--- src/mul_params.svh ---
`ifndef MUL_PARAMS_SVH
`define MUL_PARAMS_SVH

// index width of the reservation station, 8 entries
`define MUL_RS_DEPTH 3

// width of a ROB tag
`define ROB_DEPTH 3

// snooped CDB lanes
`define CDB_SIZE 2

// multiplier lanes, fixed at two
`define MUL_LANES 2

`endif

--- src/rv32m_pkg.sv ---
package rv32m_pkg;

  // operand signedness for one multiply
  typedef enum logic [1:0] {
    mul_signed_signed     = 2'b00,
    mul_signed_unsigned   = 2'b01,
    mul_unsigned_unsigned = 2'b10
  } mul_type_t;

  // funct3 codes of the RV32M multiply group
  localparam logic [2:0] mul_funct3    = 3'd0;
  localparam logic [2:0] mulh_funct3   = 3'd1;
  localparam logic [2:0] mulhsu_funct3 = 3'd2;
  localparam logic [2:0] mulhu_funct3  = 3'd3;

  typedef struct packed {
    logic [31:0] hi;
    logic [31:0] lo;
  } mul_halves_t;

  // 64-bit product, seen whole or as two words
  typedef union packed {
    logic [63:0] full;
    mul_halves_t half;
  } mul_product_t;

endpackage

--- src/shift_add_multiplier.sv ---
module shift_add_multiplier
  import rv32m_pkg::*;
(
  input  logic         clk,
  input  logic         rst,
  input  logic         start,
  input  mul_type_t    mul_type,
  input  logic [31:0]  a,
  input  logic [31:0]  b,
  output mul_product_t p,
  output logic         done,
  output logic         busy
);

  logic [4:0]  step_cnt;
  logic        neg;
  logic        a_neg;
  logic        b_neg;
  logic [31:0] a_mag;
  logic [31:0] b_mag;
  logic [63:0] acc;
  logic [63:0] acc_next;
  logic [63:0] mcand;
  logic [31:0] mplier;

  // a is signed for MULH and MULHSU, b only for MULH
  assign a_neg = (mul_type != mul_unsigned_unsigned) && a[31];
  assign b_neg = (mul_type == mul_signed_signed) && b[31];
  assign a_mag = a_neg ? -a : a;
  assign b_mag = b_neg ? -b : b;

  assign acc_next = mplier[0] ? acc + mcand : acc;

  // 32 steps, done on the 33rd cycle after start
  always_ff @(posedge clk) begin
    if (rst) begin
      busy <= 1'b0;
      done <= 1'b0;
      step_cnt <= '0;
    end else begin
      done <= 1'b0;
      if (start) begin
        busy <= 1'b1;
        step_cnt <= '0;
      end else if (busy) begin
        step_cnt <= step_cnt + 1'b1;
        if (step_cnt == 5'd31) begin
          busy <= 1'b0;
          done <= 1'b1;
        end
      end
    end
  end

  always_ff @(posedge clk) begin
    if (start) begin
      neg <= a_neg ^ b_neg;
      acc <= '0;
      mcand <= {32'd0, a_mag};
      mplier <= b_mag;
    end else if (busy) begin
      acc <= acc_next;
      mcand <= mcand << 1;
      mplier <= mplier >> 1;
      // last step also fixes the sign
      if (step_cnt == 5'd31) begin
        p.full <= neg ? -acc_next : acc_next;
      end
    end
  end

endmodule

--- src/mul_result_merge.sv ---
`include "mul_params.svh"

module mul_result_merge
  import rv32m_pkg::*;
(
  input  logic                      lane_done [`MUL_LANES],
  input  mul_product_t              lane_p [`MUL_LANES],
  input  logic [2:0]                lane_funct3 [`MUL_LANES],
  input  logic [`ROB_DEPTH-1:0]     lane_rob [`MUL_LANES],
  input  logic [`MUL_RS_DEPTH-1:0]  lane_idx [`MUL_LANES],
  output logic                      mul_rs_valid,
  output logic [31:0]               mul_rs_p,
  output logic [`ROB_DEPTH-1:0]     mul_rs_rob,
  output logic                      pop,
  output logic [`MUL_RS_DEPTH-1:0]  pop_idx
);

  logic         any_done;
  mul_product_t sel_p;
  logic [2:0]   sel_funct3;

  // lanes never finish together, so the first done found is the only one
  always_comb begin
    any_done = 1'b0;
    sel_p = '0;
    sel_funct3 = mul_funct3;
    mul_rs_rob = '0;
    pop_idx = '0;
    for (int l = 0; l < `MUL_LANES; l++) begin
      if (!any_done && lane_done[l]) begin
        any_done = 1'b1;
        sel_p = lane_p[l];
        sel_funct3 = lane_funct3[l];
        mul_rs_rob = lane_rob[l];
        pop_idx = lane_idx[l];
      end
    end
  end

  // low word for MUL, high word for the MULH group
  always_comb begin
    if (!any_done) begin
      mul_rs_p = '0;
    end else if (sel_funct3 == mul_funct3) begin
      mul_rs_p = sel_p.half.lo;
    end else begin
      mul_rs_p = sel_p.half.hi;
    end
  end

  assign mul_rs_valid = any_done;
  // entry leaves the station as the result goes out
  assign pop = any_done;

endmodule

--- src/mul_rs.sv ---
`include "mul_params.svh"

module mul_rs
  import rv32m_pkg::*;
(
  input  logic                      clk,
  input  logic                      rst,
  input  logic                      mul_rs_issue,
  input  logic [6:0]                opcode,
  input  logic [2:0]                funct3,
  input  logic [6:0]                funct7,
  input  logic                      issue_rs1_regfile_ready,
  input  logic                      issue_rs2_regfile_ready,
  input  logic [31:0]               issue_rs1_regfile_v,
  input  logic [31:0]               issue_rs2_regfile_v,
  input  logic [`ROB_DEPTH-1:0]     issue_rs1_regfile_rob,
  input  logic [`ROB_DEPTH-1:0]     issue_rs2_regfile_rob,
  input  logic                      issue_rs1_rob_ready,
  input  logic                      issue_rs2_rob_ready,
  input  logic [31:0]               issue_rs1_rob_v,
  input  logic [31:0]               issue_rs2_rob_v,
  input  logic                      cdb_valid [`CDB_SIZE],
  input  logic [`ROB_DEPTH-1:0]     cdb_rob [`CDB_SIZE],
  input  logic [31:0]               cdb_rd_v [`CDB_SIZE],
  input  logic [`ROB_DEPTH-1:0]     issue_target_rob,
  input  logic                      lane_busy [`MUL_LANES],
  input  logic                      pop,
  input  logic [`MUL_RS_DEPTH-1:0]  pop_idx,
  output logic                      mul_rs_full,
  output logic                      lane_start [`MUL_LANES],
  output mul_type_t                 lane_type [`MUL_LANES],
  output logic [31:0]               lane_a [`MUL_LANES],
  output logic [31:0]               lane_b [`MUL_LANES],
  output logic [2:0]                lane_funct3 [`MUL_LANES],
  output logic [`ROB_DEPTH-1:0]     lane_rob [`MUL_LANES],
  output logic [`MUL_RS_DEPTH-1:0]  lane_idx [`MUL_LANES]
);

  localparam int IDX_W = `MUL_RS_DEPTH;
  localparam int RS_NUM = 1 << IDX_W;
  localparam int LANE_W = $clog2(`MUL_LANES);
  localparam logic [6:0] opcode_op = 7'b0110011;
  localparam logic [6:0] funct7_muldiv = 7'b0000001;

  // entry state
  logic                  valid_arr [RS_NUM];
  logic                  inflight_arr [RS_NUM];
  logic                  rs1_ready_arr [RS_NUM];
  logic                  rs2_ready_arr [RS_NUM];
  logic [31:0]           rs1_v_arr [RS_NUM];
  logic [31:0]           rs2_v_arr [RS_NUM];
  logic [`ROB_DEPTH-1:0] rs1_rob_arr [RS_NUM];
  logic [`ROB_DEPTH-1:0] rs2_rob_arr [RS_NUM];
  logic [`ROB_DEPTH-1:0] target_rob_arr [RS_NUM];
  logic [2:0]            funct3_arr [RS_NUM];

  // snoop hits this cycle
  logic        rs1_hit [RS_NUM];
  logic        rs2_hit [RS_NUM];
  logic [31:0] rs1_cdb_v [RS_NUM];
  logic [31:0] rs2_cdb_v [RS_NUM];

  logic             issue_ok;
  logic             free_found;
  logic [IDX_W-1:0] free_idx;
  logic [IDX_W-1:0] rr_ptr;
  logic [IDX_W-1:0] scan_idx;
  logic             disp_found;
  logic [IDX_W-1:0] disp_idx;
  logic             lane_found;
  logic [LANE_W-1:0] lane_sel;
  logic             dispatch;
  mul_type_t        disp_type;

  // only MUL, MULH, MULHSU and MULHU are accepted
  assign issue_ok = mul_rs_issue && free_found && opcode == opcode_op
                    && funct7 == funct7_muldiv && !funct3[2];
  assign dispatch = disp_found && lane_found;
  assign mul_rs_full = !free_found;

  // lowest free entry
  always_comb begin
    free_found = 1'b0;
    free_idx = '0;
    for (int i = RS_NUM - 1; i >= 0; i--) begin
      if (!valid_arr[i]) begin
        free_found = 1'b1;
        free_idx = IDX_W'(i);
      end
    end
  end

  always_comb begin
    for (int i = 0; i < RS_NUM; i++) begin
      rs1_hit[i] = 1'b0;
      rs2_hit[i] = 1'b0;
      rs1_cdb_v[i] = '0;
      rs2_cdb_v[i] = '0;
      for (int j = 0; j < `CDB_SIZE; j++) begin
        if (valid_arr[i] && !rs1_ready_arr[i] && cdb_valid[j] && cdb_rob[j] == rs1_rob_arr[i]) begin
          rs1_hit[i] = 1'b1;
          rs1_cdb_v[i] = cdb_rd_v[j];
        end
        if (valid_arr[i] && !rs2_ready_arr[i] && cdb_valid[j] && cdb_rob[j] == rs2_rob_arr[i]) begin
          rs2_hit[i] = 1'b1;
          rs2_cdb_v[i] = cdb_rd_v[j];
        end
      end
    end
  end

  // round robin search starting after the last freed entry
  always_comb begin
    disp_found = 1'b0;
    disp_idx = '0;
    scan_idx = rr_ptr;
    for (int k = 0; k < RS_NUM; k++) begin
      scan_idx = rr_ptr + IDX_W'(k);
      if (!disp_found && valid_arr[scan_idx] && !inflight_arr[scan_idx]
          && rs1_ready_arr[scan_idx] && rs2_ready_arr[scan_idx]) begin
        disp_found = 1'b1;
        disp_idx = scan_idx;
      end
    end
  end

  // a lane pulsing start is not busy yet, so count it as taken
  always_comb begin
    lane_found = 1'b0;
    lane_sel = '0;
    for (int l = 0; l < `MUL_LANES; l++) begin
      if (!lane_found && !lane_busy[l] && !lane_start[l]) begin
        lane_found = 1'b1;
        lane_sel = LANE_W'(l);
      end
    end
  end

  always_comb begin
    case (funct3_arr[disp_idx])
      mulhsu_funct3: disp_type = mul_signed_unsigned;
      mulhu_funct3:  disp_type = mul_unsigned_unsigned;
      default:       disp_type = mul_signed_signed;
    endcase
  end

  always_ff @(posedge clk) begin
    if (rst) begin
      rr_ptr <= '0;
      for (int i = 0; i < RS_NUM; i++) begin
        valid_arr[i] <= 1'b0;
        inflight_arr[i] <= 1'b0;
        rs1_ready_arr[i] <= 1'b0;
        rs2_ready_arr[i] <= 1'b0;
      end
      for (int l = 0; l < `MUL_LANES; l++) begin
        lane_start[l] <= 1'b0;
      end
    end else begin
      for (int i = 0; i < RS_NUM; i++) begin
        if (rs1_hit[i]) begin
          rs1_ready_arr[i] <= 1'b1;
        end
        if (rs2_hit[i]) begin
          rs2_ready_arr[i] <= 1'b1;
        end
      end
      if (issue_ok) begin
        valid_arr[free_idx] <= 1'b1;
        inflight_arr[free_idx] <= 1'b0;
        rs1_ready_arr[free_idx] <= issue_rs1_regfile_ready || issue_rs1_rob_ready;
        rs2_ready_arr[free_idx] <= issue_rs2_regfile_ready || issue_rs2_rob_ready;
      end
      for (int l = 0; l < `MUL_LANES; l++) begin
        lane_start[l] <= 1'b0;
      end
      if (dispatch) begin
        lane_start[lane_sel] <= 1'b1;
        inflight_arr[disp_idx] <= 1'b1;
      end
      if (pop) begin
        valid_arr[pop_idx] <= 1'b0;
        inflight_arr[pop_idx] <= 1'b0;
        rr_ptr <= pop_idx + 1'b1;
      end
    end
  end

  // entry payload, regfile value wins over ROB value
  always_ff @(posedge clk) begin
    for (int i = 0; i < RS_NUM; i++) begin
      if (rs1_hit[i]) begin
        rs1_v_arr[i] <= rs1_cdb_v[i];
      end
      if (rs2_hit[i]) begin
        rs2_v_arr[i] <= rs2_cdb_v[i];
      end
    end
    if (issue_ok) begin
      rs1_v_arr[free_idx] <= issue_rs1_regfile_ready ? issue_rs1_regfile_v : issue_rs1_rob_v;
      rs2_v_arr[free_idx] <= issue_rs2_regfile_ready ? issue_rs2_regfile_v : issue_rs2_rob_v;
      rs1_rob_arr[free_idx] <= issue_rs1_regfile_rob;
      rs2_rob_arr[free_idx] <= issue_rs2_regfile_rob;
      target_rob_arr[free_idx] <= issue_target_rob;
      funct3_arr[free_idx] <= funct3;
    end
  end

  // lane operands latched with the start pulse
  always_ff @(posedge clk) begin
    if (dispatch) begin
      lane_type[lane_sel] <= disp_type;
      lane_a[lane_sel] <= rs1_v_arr[disp_idx];
      lane_b[lane_sel] <= rs2_v_arr[disp_idx];
      lane_funct3[lane_sel] <= funct3_arr[disp_idx];
      lane_rob[lane_sel] <= target_rob_arr[disp_idx];
      lane_idx[lane_sel] <= disp_idx;
    end
  end

endmodule

--- src/mul_unit_top.sv ---
`include "mul_params.svh"

module mul_unit_top
  import rv32m_pkg::*;
(
  input  logic                   clk,
  input  logic                   rst,
  input  logic                   mul_rs_issue,
  input  logic [6:0]             opcode,
  input  logic [2:0]             funct3,
  input  logic [6:0]             funct7,
  input  logic                   issue_rs1_regfile_ready,
  input  logic                   issue_rs2_regfile_ready,
  input  logic [31:0]            issue_rs1_regfile_v,
  input  logic [31:0]            issue_rs2_regfile_v,
  input  logic [`ROB_DEPTH-1:0]  issue_rs1_regfile_rob,
  input  logic [`ROB_DEPTH-1:0]  issue_rs2_regfile_rob,
  input  logic                   issue_rs1_rob_ready,
  input  logic                   issue_rs2_rob_ready,
  input  logic [31:0]            issue_rs1_rob_v,
  input  logic [31:0]            issue_rs2_rob_v,
  input  logic                   cdb_valid [`CDB_SIZE],
  input  logic [`ROB_DEPTH-1:0]  cdb_rob [`CDB_SIZE],
  input  logic [31:0]            cdb_rd_v [`CDB_SIZE],
  input  logic [`ROB_DEPTH-1:0]  issue_target_rob,
  output logic                   mul_rs_full,
  output logic                   mul_rs_valid,
  output logic [31:0]            mul_rs_p,
  output logic [`ROB_DEPTH-1:0]  mul_rs_rob
);

  // station to lanes
  logic                     lane_start [`MUL_LANES];
  mul_type_t                lane_type [`MUL_LANES];
  logic [31:0]              lane_a [`MUL_LANES];
  logic [31:0]              lane_b [`MUL_LANES];
  logic [2:0]               lane_funct3 [`MUL_LANES];
  logic [`ROB_DEPTH-1:0]    lane_rob [`MUL_LANES];
  logic [`MUL_RS_DEPTH-1:0] lane_idx [`MUL_LANES];

  // lanes back to station and merger
  logic                     lane_busy [`MUL_LANES];
  logic                     lane_done [`MUL_LANES];
  mul_product_t             lane_p [`MUL_LANES];
  logic                     pop;
  logic [`MUL_RS_DEPTH-1:0] pop_idx;

  mul_rs mul_rs_inst (
    .clk(clk), .rst(rst), .mul_rs_issue(mul_rs_issue),
    .opcode(opcode), .funct3(funct3), .funct7(funct7),
    .issue_rs1_regfile_ready(issue_rs1_regfile_ready),
    .issue_rs2_regfile_ready(issue_rs2_regfile_ready),
    .issue_rs1_regfile_v(issue_rs1_regfile_v), .issue_rs2_regfile_v(issue_rs2_regfile_v),
    .issue_rs1_regfile_rob(issue_rs1_regfile_rob),
    .issue_rs2_regfile_rob(issue_rs2_regfile_rob),
    .issue_rs1_rob_ready(issue_rs1_rob_ready), .issue_rs2_rob_ready(issue_rs2_rob_ready),
    .issue_rs1_rob_v(issue_rs1_rob_v), .issue_rs2_rob_v(issue_rs2_rob_v),
    .cdb_valid(cdb_valid), .cdb_rob(cdb_rob), .cdb_rd_v(cdb_rd_v),
    .issue_target_rob(issue_target_rob),
    .lane_busy(lane_busy), .pop(pop), .pop_idx(pop_idx),
    .mul_rs_full(mul_rs_full), .lane_start(lane_start), .lane_type(lane_type),
    .lane_a(lane_a), .lane_b(lane_b), .lane_funct3(lane_funct3),
    .lane_rob(lane_rob), .lane_idx(lane_idx)
  );

  shift_add_multiplier lane0 (
    .clk(clk), .rst(rst), .start(lane_start[0]), .mul_type(lane_type[0]),
    .a(lane_a[0]), .b(lane_b[0]), .p(lane_p[0]), .done(lane_done[0]), .busy(lane_busy[0])
  );

  shift_add_multiplier lane1 (
    .clk(clk), .rst(rst), .start(lane_start[1]), .mul_type(lane_type[1]),
    .a(lane_a[1]), .b(lane_b[1]), .p(lane_p[1]), .done(lane_done[1]), .busy(lane_busy[1])
  );

  mul_result_merge mul_result_merge_inst (
    .lane_done(lane_done), .lane_p(lane_p), .lane_funct3(lane_funct3),
    .lane_rob(lane_rob), .lane_idx(lane_idx),
    .mul_rs_valid(mul_rs_valid), .mul_rs_p(mul_rs_p), .mul_rs_rob(mul_rs_rob),
    .pop(pop), .pop_idx(pop_idx)
  );

endmodule

--- config.mk ---
export PLATFORM = sky130hd
export DESIGN_NAME = mul_unit_top
export DESIGN_NICKNAME = d
export VERILOG_FILES = /design/src/rv32m_pkg.sv /design/src/shift_add_multiplier.sv /design/src/mul_result_merge.sv /design/src/mul_rs.sv /design/src/mul_unit_top.sv
export VERILOG_INCLUDE_DIRS = /design/src
export SDC_FILE = /design/constraint.sdc
export NUM_CORES = 2
export LEC_CHECK = 0
export BUFFER_PORTS_ARGS = -buffer_cell sky130_fd_sc_hd__buf_4
export CORE_MARGIN = 3
export CORE_UTILIZATION = 35
export CTS_BUF_LIST = sky130_fd_sc_hd__clkbuf_4 sky130_fd_sc_hd__clkbuf_8
export DETAILED_ROUTE_END_ITERATION = 12
export GPL_TIMING_DRIVEN = 0
export HOLD_SLACK_MARGIN = 0.06
export SLEW_MARGIN = 20
export SYNTH_ARGS = -nofsm -noshare
export SYNTH_HDL_FRONTEND = slang
export SYNTH_SLANG_ARGS = --single-unit
--- constraint.sdc ---
create_clock -name clk -period 21.5 [get_ports clk]
set_input_delay 4.3 -clock clk [delete_from_list [all_inputs] [get_ports clk]]
set_output_delay 4.3 -clock clk [all_outputs]
set_load 0.005 [all_outputs]
Word level (Yosys, flattened, before mapping)

Memory sizes are Yosys's and may differ from the RTL's. A register that Yosys moved wholly into a read port is not among the register bits.
Cells that the tools add are included.

Add/sub/neg operators: 18
Multipliers: 0
Div/mod/pow operators: 0
Order comparisons: 2
Equal/unequal tests: 40
Shift-type cells: 0
Muxes and demuxes: 267
Bitwise operators: 24
Reduce and logical (&&, ||, !) cells: 183

Operators with widths:

| cell                                                 | count |
|---|---|
| 2-to-1 mux 32 bit                                    | 49 |
| 2-to-1 mux 64 bit                                    | 6 |
| 2-to-1 mux 1 bit                                     | 164 |
| adder 64 bit                                         | 2 |
| bitwise mux 64 bit                                   | 2 |
| negator 32 bit                                       | 4 |
| negator 64 bit                                       | 2 |
| logical AND 1 bit                                    | 125 |
| 2-to-1 mux 3 bit                                     | 36 |
| equality test 3 bit                                  | 32 |
| logical NOT 1 bit                                    | 39 |
| demux 32 bit (select 1 bit)                          | 1 |
| bitwise mux 6 bit                                    | 3 |
| OR 1 bit                                             | 16 |
| adder 3 bit (second input constant)                  | 4 |
| adder 5 x 1 -> 5 bit (second input constant)         | 2 |
| equality test 5 bit (second input constant)          | 2 |
| equality test 7 x 1 -> 1 bit (second input constant) | 1 |
| equality test 7 x 6 -> 1 bit (second input constant) | 1 |
| adder 3 x 1 -> 3 bit (second input constant)         | 2 |
| adder 3 x 2 -> 3 bit (second input constant)         | 2 |
| equality test 3 x 2 -> 1 bit (second input constant) | 2 |
| AND reduction 3 bit                                  | 2 |
| OR reduction 2 bit                                   | 3 |
| other kinds (18)                                     | 32 |

Flip-flop bits (word level): 619
Latch bits: 0
Bits in writable memories: 640
ROM bits: 0
Input port bits: 233
Output and inout port bits: 37
Memories: 10

Memories:

| name                       | words | width | rd ports | clocked after memory_dff | write ports | line         | source |
|---|---|---|---|---|---|---|---|
| mul_rs_inst.rs1_v_arr      | 8     | 32    | 1        | 0                        | 9           | mul_rs.sv:50 | `logic [31:0] rs1_v_arr [RS_NUM];` |
| mul_rs_inst.rs2_v_arr      | 8     | 32    | 1        | 0                        | 9           | mul_rs.sv:51 | `logic [31:0] rs2_v_arr [RS_NUM];` |
| mul_rs_inst.funct3_arr     | 8     | 3     | 1        | 0                        | 1           | mul_rs.sv:55 | `logic [2:0] funct3_arr [RS_NUM];` |
| mul_rs_inst.rs1_rob_arr    | 8     | 3     | 8        | 0                        | 1           | mul_rs.sv:52 | `` logic [`ROB_DEPTH-1:0] rs1_rob_arr [RS_NUM]; `` |
| mul_rs_inst.rs2_rob_arr    | 8     | 3     | 8        | 0                        | 1           | mul_rs.sv:53 | `` logic [`ROB_DEPTH-1:0] rs2_rob_arr [RS_NUM]; `` |
| mul_rs_inst.target_rob_arr | 8     | 3     | 1        | 0                        | 1           | mul_rs.sv:54 | `` logic [`ROB_DEPTH-1:0] target_rob_arr [RS_NUM]; `` |
| 4 more memories            | --    | --    | --       | --                       | --          | --           |  |

Logic depth before layout (Yosys ltp)

Depth after elaboration: 53
Mapped depth: 18
Mapped depth without buffers: 14

Cells and area by module

A second synthesis with hierarchy kept.

Cells, all modules: 7606
Area, all modules: 77408.0 um^2

Modules (own cells, without submodules):

| module                       | instances | cells an instance | area each (um^2) | sequential area each (um^2) |
|---|---|---|---|---|
| mul_rs                       | 1         | 3538              | 42923.7          | 23622.7 |
| shift_add_multiplier (lane1) | 1         | 2004              | 16908.7          | 5935.7 |
| shift_add_multiplier (lane0) | 1         | 1929              | 16530.9          | 5935.7 |
| mul_result_merge             | 1         | 135               | 1044.8           | 0.0 |

Worst setup path after synthesis

Ideal clock, no wire load.

Path kind: reg-to-reg
Start: register mul_rs_inst.rr_ptr[0]
End: register mul_rs_inst.lane_a[0] (netlist bit) (enable)
Arrival: 7.596 ns
Required time: 20.900 ns
Setup slack: 13.304 ns
Stages on the path, launching flop included: 11
Period minus slack after synthesis: 8.196 ns
Cell sequence: dfxtp_1 > clkinv_1 > ha_1 > buf_2 > inv_1 > mux4_2 > mux2i_1 > nor4_1 > nand3_1 > nor3b_1 > nor3_1

Cells in the longest elaborated chain, start to end: 44
Elaborated cells between the ends (all ways): 60
Classes of those cells: add/sub (7); mux (7); reduce/logical (42); memory (4)

RTL lines:

| element                                                | line          | source |
|---|---|---|
| start, declared                                        | mul_rs.sv:66  | `logic [IDX_W-1:0] rr_ptr;` |
| start signal, assigned                                 | mul_rs.sv:184 | `rr_ptr <= pop_idx + 1'b1;` |
| adder 3 x 1 -> 3 bit                                   | mul_rs.sv:118 | `scan_idx = rr_ptr + IDX_W'(k);` |
| memory (8 x 1 bit) (on tied branches)                  | --            |  |
| logical AND 1 bit or logical NOT 1 bit (tied branches) | mul_rs.sv:119 | `if (!disp_found && valid_arr[scan_idx] && !inflight_arr[scan_idx]` |
| logical AND 1 bit                                      | mul_rs.sv:119 |  |
| logical AND 1 bit (2 in a row)                         | mul_rs.sv:120 | `&& rs1_ready_arr[scan_idx] && rs2_ready_arr[scan_idx]) begin` |
| 2-to-1 mux 1 bit                                       | mul_rs.sv:119 |  |
| logical NOT 1 bit                                      | mul_rs.sv:119 |  |
| logical AND 1 bit (2 in a row)                         | mul_rs.sv:119 |  |
| [... 22 more ...]                                      | --            |  |
| logical AND 1 bit (2 in a row)                         | mul_rs.sv:119 |  |
| logical AND 1 bit (2 in a row)                         | mul_rs.sv:120 |  |
| 2-to-1 mux 1 bit                                       | mul_rs.sv:119 |  |
| logical NOT 1 bit                                      | mul_rs.sv:119 |  |
| logical AND 1 bit (2 in a row)                         | mul_rs.sv:119 |  |
| logical AND 1 bit (2 in a row)                         | mul_rs.sv:120 |  |
| 2-to-1 mux 1 bit (*)                                   | mul_rs.sv:119 |  |
| logical AND 1 bit (*)                                  | mul_rs.sv:78  | `assign dispatch = disp_found && lane_found;` |
| end signal, assigned by index                          | mul_rs.sv:213 | `lane_a[lane_sel] <= rs1_v_arr[disp_idx];` |
| end, declared                                          | mul_rs.sv:32  | `` output logic [31:0] lane_a [`MUL_LANES], `` |

Mark *: on every way between the ends. The rest lies on a longest branch, timed or not.
A chain may end at the register's enable or synchronous reset.

Final worst setup path

Start: register lane0.done
End: output port mul_rs_p[8]

Cells in the longest elaborated chain, start to end: 7
Elaborated cells between the ends (all ways): 11
Classes of those cells: mux (8); reduce/logical (3)

RTL lines:

| element                | line                       | source |
|---|---|---|
| start, declared        | shift_add_multiplier.sv:11 | `output logic done,` |
| start signal, assigned | shift_add_multiplier.sv:38 | `done <= 1'b0;` |
| start signal, assigned | shift_add_multiplier.sv:41 | `done <= 1'b0;` |
| start signal, assigned | shift_add_multiplier.sv:49 | `done <= 1'b1;` |
| 2-to-1 mux 1 bit       | mul_result_merge.sv:30     | `if (!any_done && lane_done[l]) begin` |
| logical NOT 1 bit      | mul_result_merge.sv:30     |  |
| logical AND 1 bit      | mul_result_merge.sv:30     |  |
| 2-to-1 mux 3 bit       | mul_result_merge.sv:30     |  |
| logical NOT 3 bit      | mul_result_merge.sv:44     | `end else if (sel_funct3 == mul_funct3) begin` |
| 2-to-1 mux 32 bit      | mul_result_merge.sv:44     |  |
| 2-to-1 mux 32 bit (*)  | mul_result_merge.sv:42     | `if (!any_done) begin` |
| end, declared          | mul_unit_top.sv:28         | `output logic [31:0] mul_rs_p,` |

Marked as above.

==> qor.yml <==
cts_tree: "done"
fill_cells: 20650
arrival_ps: 4480
die_w_um: 469.0
setup_ws_ps: 12720
die_h_um: 469.0
yosysUniqueCellTypes: 102
fin_skew_ps: 125.7
routed_wl_um: 283400
avgRoutedWirePerCell_um: 26.73
netlist_area_um2: 75020
io_buffers: 261
ir_drop_v: 0.00006861
rsz0062_at_grt: "no"
grt_first_pass_wirelength_um: 406600
setup_viol: 0
status: "finished clean"
grt-ovfl-total: 0
synth_ff_type: "edfxtp_1"
async_flop_share_pct: 0
crit_slowest_cell: "o21ai_0"
place.gp.congestion: 0.9533
rrSetupSlack_ps: 15200
cts_resized: 0
cts_buffer_depth: 3
cts_root_buf: "clkbuf_8"
slew_headroom_pct: 13.29
p_leak_nw: 32.09
synth_nets: 7420
hp-class: "reg2reg"
crit_chain: "clkbuf_1 -> o21ai_0 -> clkbuf_1 -> buf_1 -> mux2i_1 -> o21ai_0 -> buf_4"
fin_crit_sh_pct: 40.85
reg_top3: "mul_rs_inst.rs1_v_arr (256), mul_rs_inst.rs2_v_arr (256)"
reg2reg_to: "lane0.p[27]"
postCtsSetupBuffers: 0
die-area_um2: 219900
fmax_ghz: 0.1139
antenna_left: 0
cp_num_buf_inv: 4
path_class: "reg2out"
holdPathStages: 2
rr_worst_depth: 9
r2r_start: "lane0.mplier[0]"
cts_made_buffers: 214
antenna_found_initial: 29
tns_ps: 0
crit_path_start_kind: "flip-flop"
drive_gt1_share_pct: 13.95
viasPerCell: 5.901
drtIter0Drc: 7686
hold_path_end: "lane1.mplier[25]"
synth_cells: 7046
drc: 0
clk_pin_slew_worst_paths_ps: 60
ys_warn_count: 0
critPathTopFamily: "buffers and inverters"
max_stage_delay_ps: 930
first_global_vias: 60970
syn_avg_cell_area_um2: 10.65
cp_data_required_time_ps: 17200
power.density_nw_per_um2: 69.74
clock-sinks: 1262
layout_min_cycle_time_ps: 8783
num_vias: 62560
ios: 270
num_rows: 169
core_um2: 212500
yosys_register_bits: 1262
crit_fanout: 10
worst_slew_pin_slew_ps: 1265
synth_edf_count: 1022
crit_path_end_kind: "primary output"
pre_cts_slack_ps: 13090
grt_usage_pct: 24.82
drv_slew: 0
firstDrtPassIters: 8
grt_max_degree: 61
cts-hold-fix-buffers: 0
clk_latency_ps: 1060
fin_nets: 7956
min_from: "lane1.mplier[26]"
hold_viol: 0
htreeDepth: 4
maxCapViolations: 0
initial_core_util_pct: 35.30
dp_hpwl_um: 213300
synth_seq_area_share_pct: 47.31
area_growth_pct: 14.69
## worst max path at each step
| stage | slack [ps] | cells after the start | endpoint | from |
|---|---|---|---|---|
| after global placement | 9260 | 7 | mul_rs_inst.rs2_v_arr[7][17] | cdb_rob[1] |
| after global routing | 12540 | 7 | mul_rs_p[10] | lane0.done |
| after detailed placement | 13090 | 8 | mul_rs_inst.rs2_v_arr[4][18] | cdb_rob[2] |
| final | 12720 | 7 | mul_rs_p[8] | lane0.done |
| after floorplan | 13300 | 10 | mul_rs_inst.lane_a[0] | mul_rs_inst.rr_ptr[0] |
| after CTS | 12610 | 7 | mul_rs_p[9] | lane0.done |
## worst min-delay path, cell delays in order (launching register included)
cell,delay [ps]
edfxtp_1,320
nor2_1,40
a21oi_1,100
## layout make-up
type | count | area, um^2 | share of cell area, %
clock buffers | 296 | 3630 | 4.219
inverters | 103 | 391.6 | 0.4552
clock inverters | 102 | 837.1 | 0.9729
well taps | 2821 | 3530 | 4.103
multi-input cells | 5159 | 37460 | 43.54
flip-flops and latches | 1262 | 35490 | 41.25
repair buffers | 320 | 2615 | 3.039
plain buffers | 522 | 2033 | 2.363
diodes | 18 | 45.04 | 0.05235
## stage by stage
| stage | total power [mW] | hold slack (ps) | util (%) | area, um^2 | cells |
|---|---|---|---|---|---|
| 2_1_floorplan | 3.406 | 442.7 | - | 75020 | 7046 |
| 3_3_place_gp | 3.721 | 456.3 | 37.88 | 80510 | 10130 |
| 3_5_place_dp | 3.738 | 464.6 | 38.35 | 81500 | 10190 |
| 4_1_cts | 5.999 | 472.7 | 40.45 | 85960 | 10590 |
| 5_1_grt | 6.212 | 503.4 | 40.47 | 86010 | 10590 |
| 6_report | 6.000 | 460.0 | 40.49 | 86040 | 10600 |
## Yosys cell counts (all sizes together), types with 197 or more instances
cell,n,area share (%)
clkbuf,421,2.1
mux2i,1064,14
nand2,456,2.3
o22ai,422,3.5
xnor2,197,2.3
edfxtp,1022,41
xor2,209,2.4
a21oi,345,2.3
nor2,584,2.9
dfxtp,240,6.4
mux2,222,3.3
o21ai,335,2.2
## layout by cell type, fill, tap and decap left out, types with 197 or more instances in the layout
cell      count
o22ai_1     422
dfxtp_1     240
o21ai_0     321
clkbuf_8    225
a21oi_1     345
xor2_1      209
mux2i_1    1050
buf_4       291
mux2_2      222
nor2_1      583
edfxtp_1   1022
clkbuf_1    410
xnor2_1     197
nand2_1     443
## layer usage
metal  track usage, %  up-vias  share of wire, %  wire [um]
met5                0        -             0.085        242
li1                 -    27900                 -          -
met4            10.98       22               4.7      13230
met1            32.47    30620                41     116200
met2            39.53     3274                45     128200
met3            5.248      745               9.0      25500
## report_power, final
part	leakage, nW	switching [mW]	internal, mW
clock	2.35	1.10	1.18
sequential	11.7	0.0713	2.68
combinational	18.1	0.630	0.332
## cells by family (layout without fill, tap and decap cells)
logic type / Yosys count / after routing / synth area share, %
AO/OA/AOI/OAI: 1675 / 1675 / 14.37
AND/OR/NAND/NOR: 1641 / 1641 / 10.17
multiplexers: 1296 / 1296 / 17.83
flip-flops: 1262 / 1262 / 47.31
buffers and inverters: 625 / 1343 / 3.202
XOR/XNOR: 406 / 406 / 4.740
adder cells (fa/ha/maj): 141 / 141 / 2.372
other: 0 / 18 / 0
Power figures use the tool's default switching activity.
